==> src/hw/cb_pkg.sv <==
package cb_pkg;

  // Datapath word and architectural register index
  typedef logic [31:0] word_t;
  typedef logic [4:0]  reg_addr_t;

  // Widest completion-buffer index, enough for 32 entries
  // Smaller buffers only look at the low bits
  localparam int CB_IDX_MAX = 5;

  // Opcodes as seen by the back end
  typedef enum logic [2:0] {
    OP_ADD = 3'd0,
    OP_SUB = 3'd1,
    OP_AND = 3'd2,
    OP_XOR = 3'd3,
    OP_SLT = 3'd4,
    // Low half of the product, handled by the multiplier
    OP_MUL = 3'd5,
    // Reported as an exception when it reaches the head
    OP_ILL = 3'd6
  } op_e;

  // One operation from the dispatcher, operands already read
  typedef struct packed {
    op_e       op;
    reg_addr_t rd;
    word_t     a;
    word_t     b;
  } dispatch_t;

  // Completion of one execution unit, tagged with its buffer slot
  typedef struct packed {
    logic [CB_IDX_MAX-1:0] index;
    reg_addr_t             rd;
    word_t                 data;
    logic                  exception;
  } result_t;

  // Register file write for a retiring entry
  typedef struct packed {
    reg_addr_t rd;
    word_t     data;
  } commit_t;

endpackage
==> src/hw/ooo_backend_top.sv <==
`timescale 1ns/1ps

module ooo_backend_top import cb_pkg::*; #(
  parameter int NUM_ENTRY = 8
) (
  input  logic      CLK,
  input  logic      nRST,
  input  logic      dispatch_valid,
  input  dispatch_t dispatch,
  output logic      full,
  output logic      empty,
  output logic      commit_valid,
  output logic      flush,
  output commit_t   commit,
  output reg_addr_t exception_rd,
  input  reg_addr_t rf_raddr,
  output word_t     rf_rdata
);

  logic [CB_IDX_MAX-1:0] cur_tail;
  logic                  is_mul;
  logic                  issue;
  logic                  alu_start;
  logic                  mul_start;
  logic                  alu_done;
  logic                  mul_done;
  result_t               alu_res;
  result_t               mul_res;

  // Only multiplies go to the multiplier, illegal ops go to the ALU
  assign is_mul    = (dispatch.op == OP_MUL);
  // No slot is handed out while full, so the unit must stay idle too
  assign issue     = dispatch_valid && !full;
  assign alu_start = issue && !is_mul;
  assign mul_start = issue && is_mul;

  completion_buffer #(
    .NUM_ENTRY (NUM_ENTRY)
  ) cb_i (
    .CLK, .nRST,
    .alloc (dispatch_valid), .cur_tail,
    .alu_done, .alu_res, .mul_done, .mul_res,
    .commit_valid, .commit, .flush, .exception_rd,
    .full, .empty
  );

  alu_unit alu_i (
    .CLK, .nRST,
    .start (alu_start), .op (dispatch), .index (cur_tail),
    .flush, .done (alu_done), .res (alu_res)
  );

  mul_unit mul_i (
    .CLK, .nRST,
    .start (mul_start), .op (dispatch), .index (cur_tail),
    .flush, .done (mul_done), .res (mul_res)
  );

  // Register file is written only by retiring entries
  reg_file rf_i (
    .CLK, .nRST,
    .wen (commit_valid), .wdata (commit),
    .raddr (rf_raddr), .rdata (rf_rdata)
  );

endmodule

==> src/hw/reg_file.sv <==
`timescale 1ns/1ps

module reg_file import cb_pkg::*; (
  input  logic      CLK,
  input  logic      nRST,
  input  logic      wen,
  input  commit_t   wdata,
  input  reg_addr_t raddr,
  output word_t     rdata
);

  // x0 has no storage
  word_t regs_q [1:31];

  // Commit port, writes to x0 are discarded
  always_ff @(posedge CLK, negedge nRST) begin
    if (!nRST) begin
      for (int i = 1; i < 32; i++) begin
        regs_q[i] <= '0;
      end
    end else if (wen && (wdata.rd != '0)) begin
      regs_q[wdata.rd] <= wdata.data;
    end
  end

  // Asynchronous read
  always_comb begin
    if (raddr == '0) begin
      rdata = '0;
    end else begin
      rdata = regs_q[raddr];
    end
  end

endmodule

==> src/hw/mul_unit.sv <==
`timescale 1ns/1ps

module mul_unit import cb_pkg::*; (
  input  logic                  CLK,
  input  logic                  nRST,
  input  logic                  start,
  input  dispatch_t             op,
  input  logic [CB_IDX_MAX-1:0] index,
  input  logic                  flush,
  output logic                  done,
  output result_t               res
);

  // Slot and destination follow the operation down the pipe
  typedef struct packed {
    logic [CB_IDX_MAX-1:0] index;
    reg_addr_t             rd;
  } tag_t;

  logic        s1_valid;
  tag_t        s1_tag;
  word_t       s1_pp_lo;
  logic [15:0] s1_pp_hi;
  logic        s2_valid;
  tag_t        s2_tag;
  word_t       s2_prod;

  // Valid bits of all three stages, emptied by a flush
  always_ff @(posedge CLK, negedge nRST) begin
    if (!nRST) begin
      s1_valid <= 1'b0;
      s2_valid <= 1'b0;
      done     <= 1'b0;
    end else if (flush) begin
      s1_valid <= 1'b0;
      s2_valid <= 1'b0;
      done     <= 1'b0;
    end else begin
      s1_valid <= start;
      s2_valid <= s1_valid;
      done     <= s2_valid;
    end
  end

  always_ff @(posedge CLK) begin
    // Stage 1: split b into halves
    // Upper half only reaches bits 31:16, so 16 bits of it are kept
    s1_tag   <= '{index: index, rd: op.rd};
    s1_pp_lo <= op.a * op.b[15:0];
    s1_pp_hi <= op.a[15:0] * op.b[31:16];
    // Stage 2: merge the partial products
    s2_tag   <= s1_tag;
    s2_prod  <= s1_pp_lo + {s1_pp_hi, 16'b0};
    // Stage 3: present the low word of the product
    res.index     <= s2_tag.index;
    res.rd        <= s2_tag.rd;
    res.data      <= s2_prod;
    res.exception <= 1'b0;
  end

endmodule

==> src/hw/alu_unit.sv <==
`timescale 1ns/1ps

module alu_unit import cb_pkg::*; (
  input  logic                  CLK,
  input  logic                  nRST,
  input  logic                  start,
  input  dispatch_t             op,
  input  logic [CB_IDX_MAX-1:0] index,
  input  logic                  flush,
  output logic                  done,
  output result_t               res
);

  result_t res_d;

  // Single-cycle integer datapath
  always_comb begin
    res_d           = '0;
    res_d.index     = index;
    res_d.rd        = op.rd;
    case (op.op)
      OP_ADD: res_d.data = op.a + op.b;
      OP_SUB: res_d.data = op.a - op.b;
      OP_AND: res_d.data = op.a & op.b;
      OP_XOR: res_d.data = op.a ^ op.b;
      // Signed compare, 0 or 1
      OP_SLT: res_d.data = {31'b0, $signed(op.a) < $signed(op.b)};
      default: begin
        // OP_ILL and anything unknown, data stays zero
        res_d.exception = 1'b1;
      end
    endcase
  end

  // Done strobe is control, cancelled by a flush in the same cycle
  always_ff @(posedge CLK, negedge nRST) begin
    if (!nRST) begin
      done <= 1'b0;
    end else begin
      done <= start && !flush;
    end
  end

  // Result only loads on a new operation
  always_ff @(posedge CLK) begin
    if (start) begin
      res <= res_d;
    end
  end

endmodule

==> src/hw/completion_buffer.sv <==
`timescale 1ns/1ps

module completion_buffer import cb_pkg::*; #(
  parameter int NUM_ENTRY = 8
) (
  input  logic                  CLK,
  input  logic                  nRST,
  input  logic                  alloc,
  output logic [CB_IDX_MAX-1:0] cur_tail,
  input  logic                  alu_done,
  input  result_t               alu_res,
  input  logic                  mul_done,
  input  result_t               mul_res,
  output logic                  commit_valid,
  output commit_t               commit,
  output logic                  flush,
  output reg_addr_t             exception_rd,
  output logic                  full,
  output logic                  empty
);

  localparam int IDX_W = $clog2(NUM_ENTRY);

  // Slot payload, the valid bits are kept apart
  typedef struct packed {
    logic    exception;
    commit_t wb;
  } entry_t;

  logic [NUM_ENTRY-1:0] valid_q;
  entry_t               entry_q [NUM_ENTRY];

  // Pointers carry one extra wrap bit to tell full from empty
  logic [IDX_W:0]   head_q;
  logic [IDX_W:0]   tail_q;
  logic [IDX_W-1:0] head_idx;
  logic [IDX_W-1:0] tail_idx;
  logic [IDX_W-1:0] alu_idx;
  logic [IDX_W-1:0] mul_idx;
  logic             head_valid;
  entry_t           head_entry;
  logic             do_alloc;

  assign head_idx = head_q[IDX_W-1:0];
  assign tail_idx = tail_q[IDX_W-1:0];
  // Units carry the widest index, keep only what this depth needs
  assign alu_idx  = alu_res.index[IDX_W-1:0];
  assign mul_idx  = mul_res.index[IDX_W-1:0];

  assign cur_tail = CB_IDX_MAX'(tail_idx);

  assign empty = (head_q == tail_q);
  assign full  = (head_idx == tail_idx) && (head_q[IDX_W] != tail_q[IDX_W]);

  // A dispatch while full is simply dropped
  assign do_alloc = alloc && !full;

  assign head_valid = valid_q[head_idx];
  assign head_entry = entry_q[head_idx];

  // Head retires as soon as its result is in
  assign commit_valid = head_valid && !head_entry.exception;
  assign commit       = head_entry.wb;

  // Faulting head kills everything, nothing is retired
  assign flush        = head_valid && head_entry.exception;
  assign exception_rd = head_entry.wb.rd;

  // Head and tail pointers
  always_ff @(posedge CLK, negedge nRST) begin
    if (!nRST) begin
      head_q <= '0;
      tail_q <= '0;
    end else if (flush) begin
      head_q <= '0;
      tail_q <= '0;
    end else begin
      if (commit_valid) begin
        head_q <= head_q + 1'b1;
      end
      if (do_alloc) begin
        tail_q <= tail_q + 1'b1;
      end
    end
  end

  // Per-slot valid bits
  always_ff @(posedge CLK, negedge nRST) begin
    if (!nRST) begin
      valid_q <= '0;
    end else if (flush) begin
      // Late unit results are dropped along with the rest
      valid_q <= '0;
    end else begin
      // Retiring slot frees up
      if (commit_valid) begin
        valid_q[head_idx] <= 1'b0;
      end
      // Both units may land in the same cycle, slots always differ
      if (alu_done) begin
        valid_q[alu_idx] <= 1'b1;
      end
      if (mul_done) begin
        valid_q[mul_idx] <= 1'b1;
      end
    end
  end

  // Result payload, written at whatever slot the unit reports
  always_ff @(posedge CLK) begin
    if (alu_done) begin
      entry_q[alu_idx].exception <= alu_res.exception;
      entry_q[alu_idx].wb.rd     <= alu_res.rd;
      entry_q[alu_idx].wb.data   <= alu_res.data;
    end
    if (mul_done) begin
      entry_q[mul_idx].exception <= mul_res.exception;
      entry_q[mul_idx].wb.rd     <= mul_res.rd;
      entry_q[mul_idx].wb.data   <= mul_res.data;
    end
  end

endmodule

==> config.mk <==
export PLATFORM = sky130hd
export DESIGN_NAME = ooo_backend_top
export DESIGN_NICKNAME = d
export VERILOG_FILES = /design/src/hw/cb_pkg.sv /design/src/hw/ooo_backend_top.sv /design/src/hw/reg_file.sv /design/src/hw/mul_unit.sv /design/src/hw/alu_unit.sv /design/src/hw/completion_buffer.sv
export SDC_FILE = /design/constraint.sdc
export NUM_CORES = 2
export LEC_CHECK = 0
export BUFFER_PORTS_ARGS = -buffer_cell sky130_fd_sc_hd__clkbuf_2
export CAP_MARGIN = 20
export CORE_UTILIZATION = 52
export CTS_CLUSTER_DIAMETER = 120
export CTS_CLUSTER_SIZE = 20
export DETAILED_ROUTE_END_ITERATION = 8
export PLACE_DENSITY_LB_ADDON = 0.12
export SYNTH_ARGS = -nofsm -noshare
export SYNTH_HDL_FRONTEND = slang
export SYNTH_SLANG_ARGS = --single-unit
==> constraint.sdc <==
create_clock -name CLK -period 4.4 [get_ports CLK]
set_input_delay 1.1 -clock CLK [delete_from_list [all_inputs] [get_ports CLK]]
set_output_delay 1.1 -clock CLK [all_outputs]
set_load 0.01 [all_outputs]
# Word level (Yosys, flattened, before mapping)
# Memories as Yosys holds them, arrays and structs flattened.
# Index checks and enable logic that the tools add are counted.
[totals] ramBits=304 reg_bits=1189 inputBits=80 mem_count=1
[memory_table] name="cb_i.entry_q" depth=8 width=38 read_ports=1 rd_clocked_by_memory_dff=0 write_ports=2 line_no="completion_buffer.sv:31" source="entry_t entry_q [NUM_ENTRY];"
[op_classes] n_lt_le_gt_ge=10 n_eq_ne=8 n_mux=34 bitwise=8 reduce_logical=22 n_addsub=5 n_mul=2
[op_table] op="$bwmux 992" count=1
[op_table] op="$bmux 32 s5" count=1
[op_table] op="$demux 32 s5" count=1
[op_table] op="$pmux 32 s5" count=1
[op_table] op="$mux 32" count=4
[op_table] op="$add 32x32->32" count=2
[op_table] op="$mux 8" count=6
[op_table] op="$and 32x32->32" count=1
[op_table] op="$lt 32x32->1" count=1
[op_table] op="$mul 32x16->32" count=1
[op_table] op="$sub 32x32->32" count=1
[op_table] op="$xor 32x32->32" count=1
[op_table] op="$mul 16x16->16" count=1
[op_table] op="$mux 4" count=4
[op_table] op="$or 8x8->8" count=2
[op_table] op="$ge 6x6->1 const B" count=2
[op_table] op="$logic_and 1x1->1" count=12
[op_table] op="$lt 3x4->1 const B" count=3
[op_table] op="$mux 1" count=12
[op_table] op="$not 5->6" count=2
[op_table] op="$demux 1 s3" count=3
[op_table] op="$ge 3x1->1 const B" count=3
[op_table] op="$add 4x1->4 const B" count=2
[op_table] op="$and 8x8->8" count=1
[op_table] op="15 further kinds" count=21

# Longest topological paths before layout
[depth] word_depth=14 mapped_depth=24 mapped_depth_nobuf=23

# Hierarchy
# From an unflattened synthesis, not the netlist that was laid out.
[unflattened] cells_unflattened=6998 hier_area_um2=86723.2
[by_module_without_submodules] mod="reg_file" seq_area_each_um2=24823.8 cells_each=3161 n_inst=1 area_each_um2=45587.5
[by_module_without_submodules] mod="mul_unit" seq_area_each_um2=2917.8 cells_each=2064 n_inst=1 area_each_um2=19052.0
[by_module_without_submodules] mod="completion_buffer" seq_area_each_um2=9529.1 cells_each=1029 n_inst=1 area_each_um2=16089.2
[by_module_without_submodules] mod="alu_unit" seq_area_each_um2=1316.3 cells_each=740 n_inst=1 area_each_um2=5943.2
[by_module_without_submodules] mod="ooo_backend_top" seq_area_each_um2=0.0 cells_each=4 n_inst=1 area_each_um2=51.3

# Worst setup path after synthesis
# OpenSTA, ideal clock, no wires.
[synth_path] kind="input-to-reg" startpoint="input port dispatch[1] in the netlist's numbering" endpoint="register mul_i.s1_pp_lo[20]" arrival_time_ps=6707 path_buffers=2 setup_time_ps=124 setup_slack_ps=-2431 path_stages=22 path_cell_list="clkbuf_1 > clkbuf_1 > nand2_1 > fa_1 > fa_1 > fa_1 > inv_1 > fa_1 > fa_1 > inv_1 > fa_1 > inv_1 > ha_1 > a211oi_1 > nand2_1 > a2111oi_0 > nor3_1 > a21o_1 > a21o_1 > a21o_1 > a21oi_1 > xnor2_1"
[synth_via] elab_chain_cells=1
[synth_rtl] item="start: declaration" line_no="ooo_backend_top.sv:9" source="input dispatch_t dispatch,"
[synth_rtl] item="$mul 32x16->32" line_no="mul_unit.sv:49" source="s1_pp_lo <= op.a * op.b[15:0];"
[synth_rtl] item="end signal: assignment" line_no="mul_unit.sv:49"
[synth_rtl] item="end: declaration" line_no="mul_unit.sv:22" source="word_t s1_pp_lo;"
# Every way passes these cells.
# A chain may end at the register's enable or synchronous reset.

# Final worst setup path
[layout_path] startpoint="input port dispatch[41] in the netlist's numbering" endpoint="register mul_i.s1_pp_lo[30]"
# Same word-level chain as after synthesis.

==> metrics.txt <==
outcome=finished with violations; failing checks=negative setup slack; Routed Antenna Nets=0; worst skew pair latency=0.75 ns; clk slew on worst S/H paths=0.09 ns; Slew headroom=0.269; Seq cells post-synth=1493; max-cap violations=0; H-tree levels=3; Core Box Area=159000 µm²; final count of hold timing violations=0; min Tclk post-route=5.85 ns; Die H=slightly above 400 µm; Starting DRT DRC Count=6303; top area cells in the synthesized netlist=dfrtp_1 30%, edfxtp_1 12%, fa_1 9.3%; total gr overflow=0; count of pins over their slew limit=0; CTS Buffer Depth=3; Synth area leader=dfrtp_1; hpwl dp=~170 mm; Max FO, Critical Path=5; CTS Buf Count=85; Finish-stage setup viols=32; Synth Net Count=8566; CTS tree=done; Min-Delay Path Class=input port to asynchronous set/reset pin; Placed Instances=10100; Die ar.=162000 µm²; DR vias=61800; FMAX=around 170 MHz; Int Pwr=roughly 0.043 W; gpl congestion=slightly above 0.9; power share of the combinational group=0.593; final cell count without fillers=10300; unrepaired setup endpoints after global routing=yes; crit path launch type=input port; Crit Path Category=input port to flop; clock sink count=roughly 1500; initial antenna violation count=9; Worst EP required=5.00 ns; Peak supply drop=1.50 mV; Switching Fraction=0.421; Initial Util=0.525; Commonest cells post-synth=1035 x nor2_1, 1012 x dfrtp_1, 890 x a21oi_1; PortBufs=about 160; Detail Route met2 WL=119 mm; vias per cell=roughly 6.0; clock root cell=clkbuf_16; clock skew=~0.060 ns; post-synthesis average cell area=10.6 µm²; first-pass GRT wire length=391 mm; Syn-to-layout area delta=14.4%; synthesized netlist cell count=about 7900; setup slack after layout=-1.45 ns; library cells used by synthesis=between 80 and 90; Final Power=approximately 0.074 W; # rows=146; Mapped Area=around 84000 µm²; Initial DRT Pass Iterations=5; Synth async-reset ratio=0.678; vias in the first global route=62400; P_leak=42.7 nW; Yosys warning total=0; Tcrit/Tclk final=1.33; top-area cell type share of the netlist area=0.303; met3 routed WL=19.3 mm; Tot GR Track Use=0.319; register area share after synthesis=0.459; FF-to-FF End=rf_i.regs_q[801]; drt drc=0; Avg WL per Cell=24.8 µm; Power Density=776 nW/µm²; # hold bufs at CTS=0; post-layout util=0.601; Post-synth EDFFs=337; die width=approximately 400 µm; most frequent cell after synthesis=nor2_1; crit end category=flop; Routed met1 length=109 mm; Worst Max-Slew Pin Slew=1.09 ns; Primary FF master, synth=dfrtp_1; routed wire length=256 mm; share of cells above drive strength 1=0.208; largest net degree at the start of global routing=between 150 and 200; WP data arrival=approximately 6.4 ns; sequential power share=0.294; top sig layer=met4; clock power share=0.113; path depth of the worst reg2reg path=10; Sw Pwr=approximately 0.031 W; # IOs=158; R2R setup slack=0.49 ns; Nets=8868; worst r2r src=cb_i.head_q[0]
sequential cells by signal, indices dropped and copies added, names as in the netlist:
signal	flops
rf_i.regs_q	992
cb_i.entry_q	304
alu_i.res	41
mul_i.res	40
mul_i.s1_pp_lo	32
mul_i.s2_prod	32
mul_i.s1_pp_hi	16
cb_i.valid_q	8
mul_i.s1_tag	8
mul_i.s2_tag	8
cb_i.head_q	4
cb_i.tail_q	4
alu_i.done	1
mul_i.done	1
mul_i.s1_valid	1
mul_i.s2_valid	1
what timing repair did:
action,in CTS,in global routing
pin swaps,105,99
gates resized for setup,212,143
buffers inserted,40,25
setup endpoints to repair,42,44
cloned,3,1
worst max path at each step:
stage	start	end	slack [ns]	depth (start not counted)
after global routing	dispatch[4]	mul_i.s1_pp_lo[30]	-1.61	23
after global placement	dispatch[37]	mul_i.s1_pp_lo[30]	-2.34	22
after floorplan	dispatch[4]	mul_i.s1_pp_lo[20]	-1.90	20
final	dispatch[41]	mul_i.s1_pp_lo[30]	-1.45	22
after CTS	dispatch[5]	mul_i.s1_pp_lo[30]	-1.41	21
after detailed placement	dispatch[3]	mul_i.s1_pp_lo[30]	-2.37	22
cells in the final DEF, fill, tap and decap left out, types with 24 or more instances in the layout:
master	netlist	final
clkbuf_16	0	92
a22oi_1	41	41
fa_1	387	370
ha_4	0	26
nor2_1	1035	1016
o21ai_0	324	311
inv_1	575	541
inv_2	3	36
ha_1	195	161
xnor2_1	90	83
xor2_1	28	24
buf_12	0	105
nor3_1	69	32
nor3_2	5	29
dfxtp_1	144	144
buf_4	14	572
clkbuf_2	1	128
clkbuf_1	436	32
mux2_2	106	106
a211oi_1	26	24
and2_4	0	27
a21oi_1	890	866
nand3_1	38	35
buf_6	4	47
mux2i_1	82	82
a21o_1	30	30
a22o_1	332	332
buf_8	0	25
nor3_4	20	33
mux4_2	291	291
dfrtp_1	1012	1009
nand2_1	678	651
and2_1	167	140
edfxtp_1	337	337
worst max-delay path, stage by stage:
cell and delay, ns:
clkbuf_16 0.14, and2_4 0.16, fa_1 0.54, inv_1 0.06
fa_1 0.51, fa_1 0.50, inv_1 0.05, fa_1 0.46
fa_1 0.49, inv_1 0.05, fa_1 0.51, inv_2 0.05
ha_4 0.23, a211oi_4 0.25, nand2_2 0.10, a2111oi_4 0.38
nor3_4 0.12, o211ai_1 0.26, a31oi_1 0.15, o21ai_1 0.14
nand2_1 0.08, xor2_1 0.13
cell type report:
| class | count | area (µm²) |
|---|---|---|
| fillers | 13100 | 63400 |
| multi-input cells | 5147 | 41700 |
| flip-flops and latches | 1493 | 38300 |
| repair buffers | 896 | 8280 |
| well taps | 2072 | 2590 |
| clock buffers | 119 | 2300 |
| inverters | 583 | 2190 |
| clock inverters | 9 | 170 |
| diodes | 3 | 7.51 |
cells by family after synthesis:
logic type      Yosys count  synth area share
simple gates           2126             0.109
compound gates         1839             0.135
flops                  1493             0.459
buf+inv                1264            0.0593
fa+ha+maj               582             0.122
mux                     482             0.103
xor+xnor                118            0.0124
per-stage QoR:
step / TNS [ns] / area (µm²) / setup slack, ns / hold slack (ns)
after floorplan: -38.45 / 84300 / -1.90 / 0.310
after global placement: -63.33 / 91200 / -2.34 / 0.310
after detailed placement: -64.95 / 91200 / -2.37 / 0.312
after CTS: -26.75 / 94900 / -1.41 / 0.228
after global routing: -33.70 / 95600 / -1.61 / 0.237
final: -29.45 / 95600 / -1.45 / 0.260
power groups by stage:
| stage | combinational (W) | sequential (W) | clock [W] |
|---|---|---|---|
| 3_5_place_dp | 0.0396 | 0.0220 | 0 |
| 2_1_floorplan | 0.0255 | 0.0206 | 0 |
| 5_1_grt | 0.0480 | 0.0223 | 0.00902 |
| 6_report | 0.0440 | 0.0218 | 0.00838 |
| 3_3_place_gp | 0.0390 | 0.0218 | 0 |
| 4_1_cts | 0.0419 | 0.0217 | 0.00856 |
routing by layer:
metal | track usage | up-vias
li1 | - | 27600
met1 | 0.460 | 31400
met4 | 0.0917 | 0
met2 | 0.506 | 2516
met5 | 0 | -
met3 | 0.0447 | 401
No activity file was read; power rests on OpenSTA's default activity.
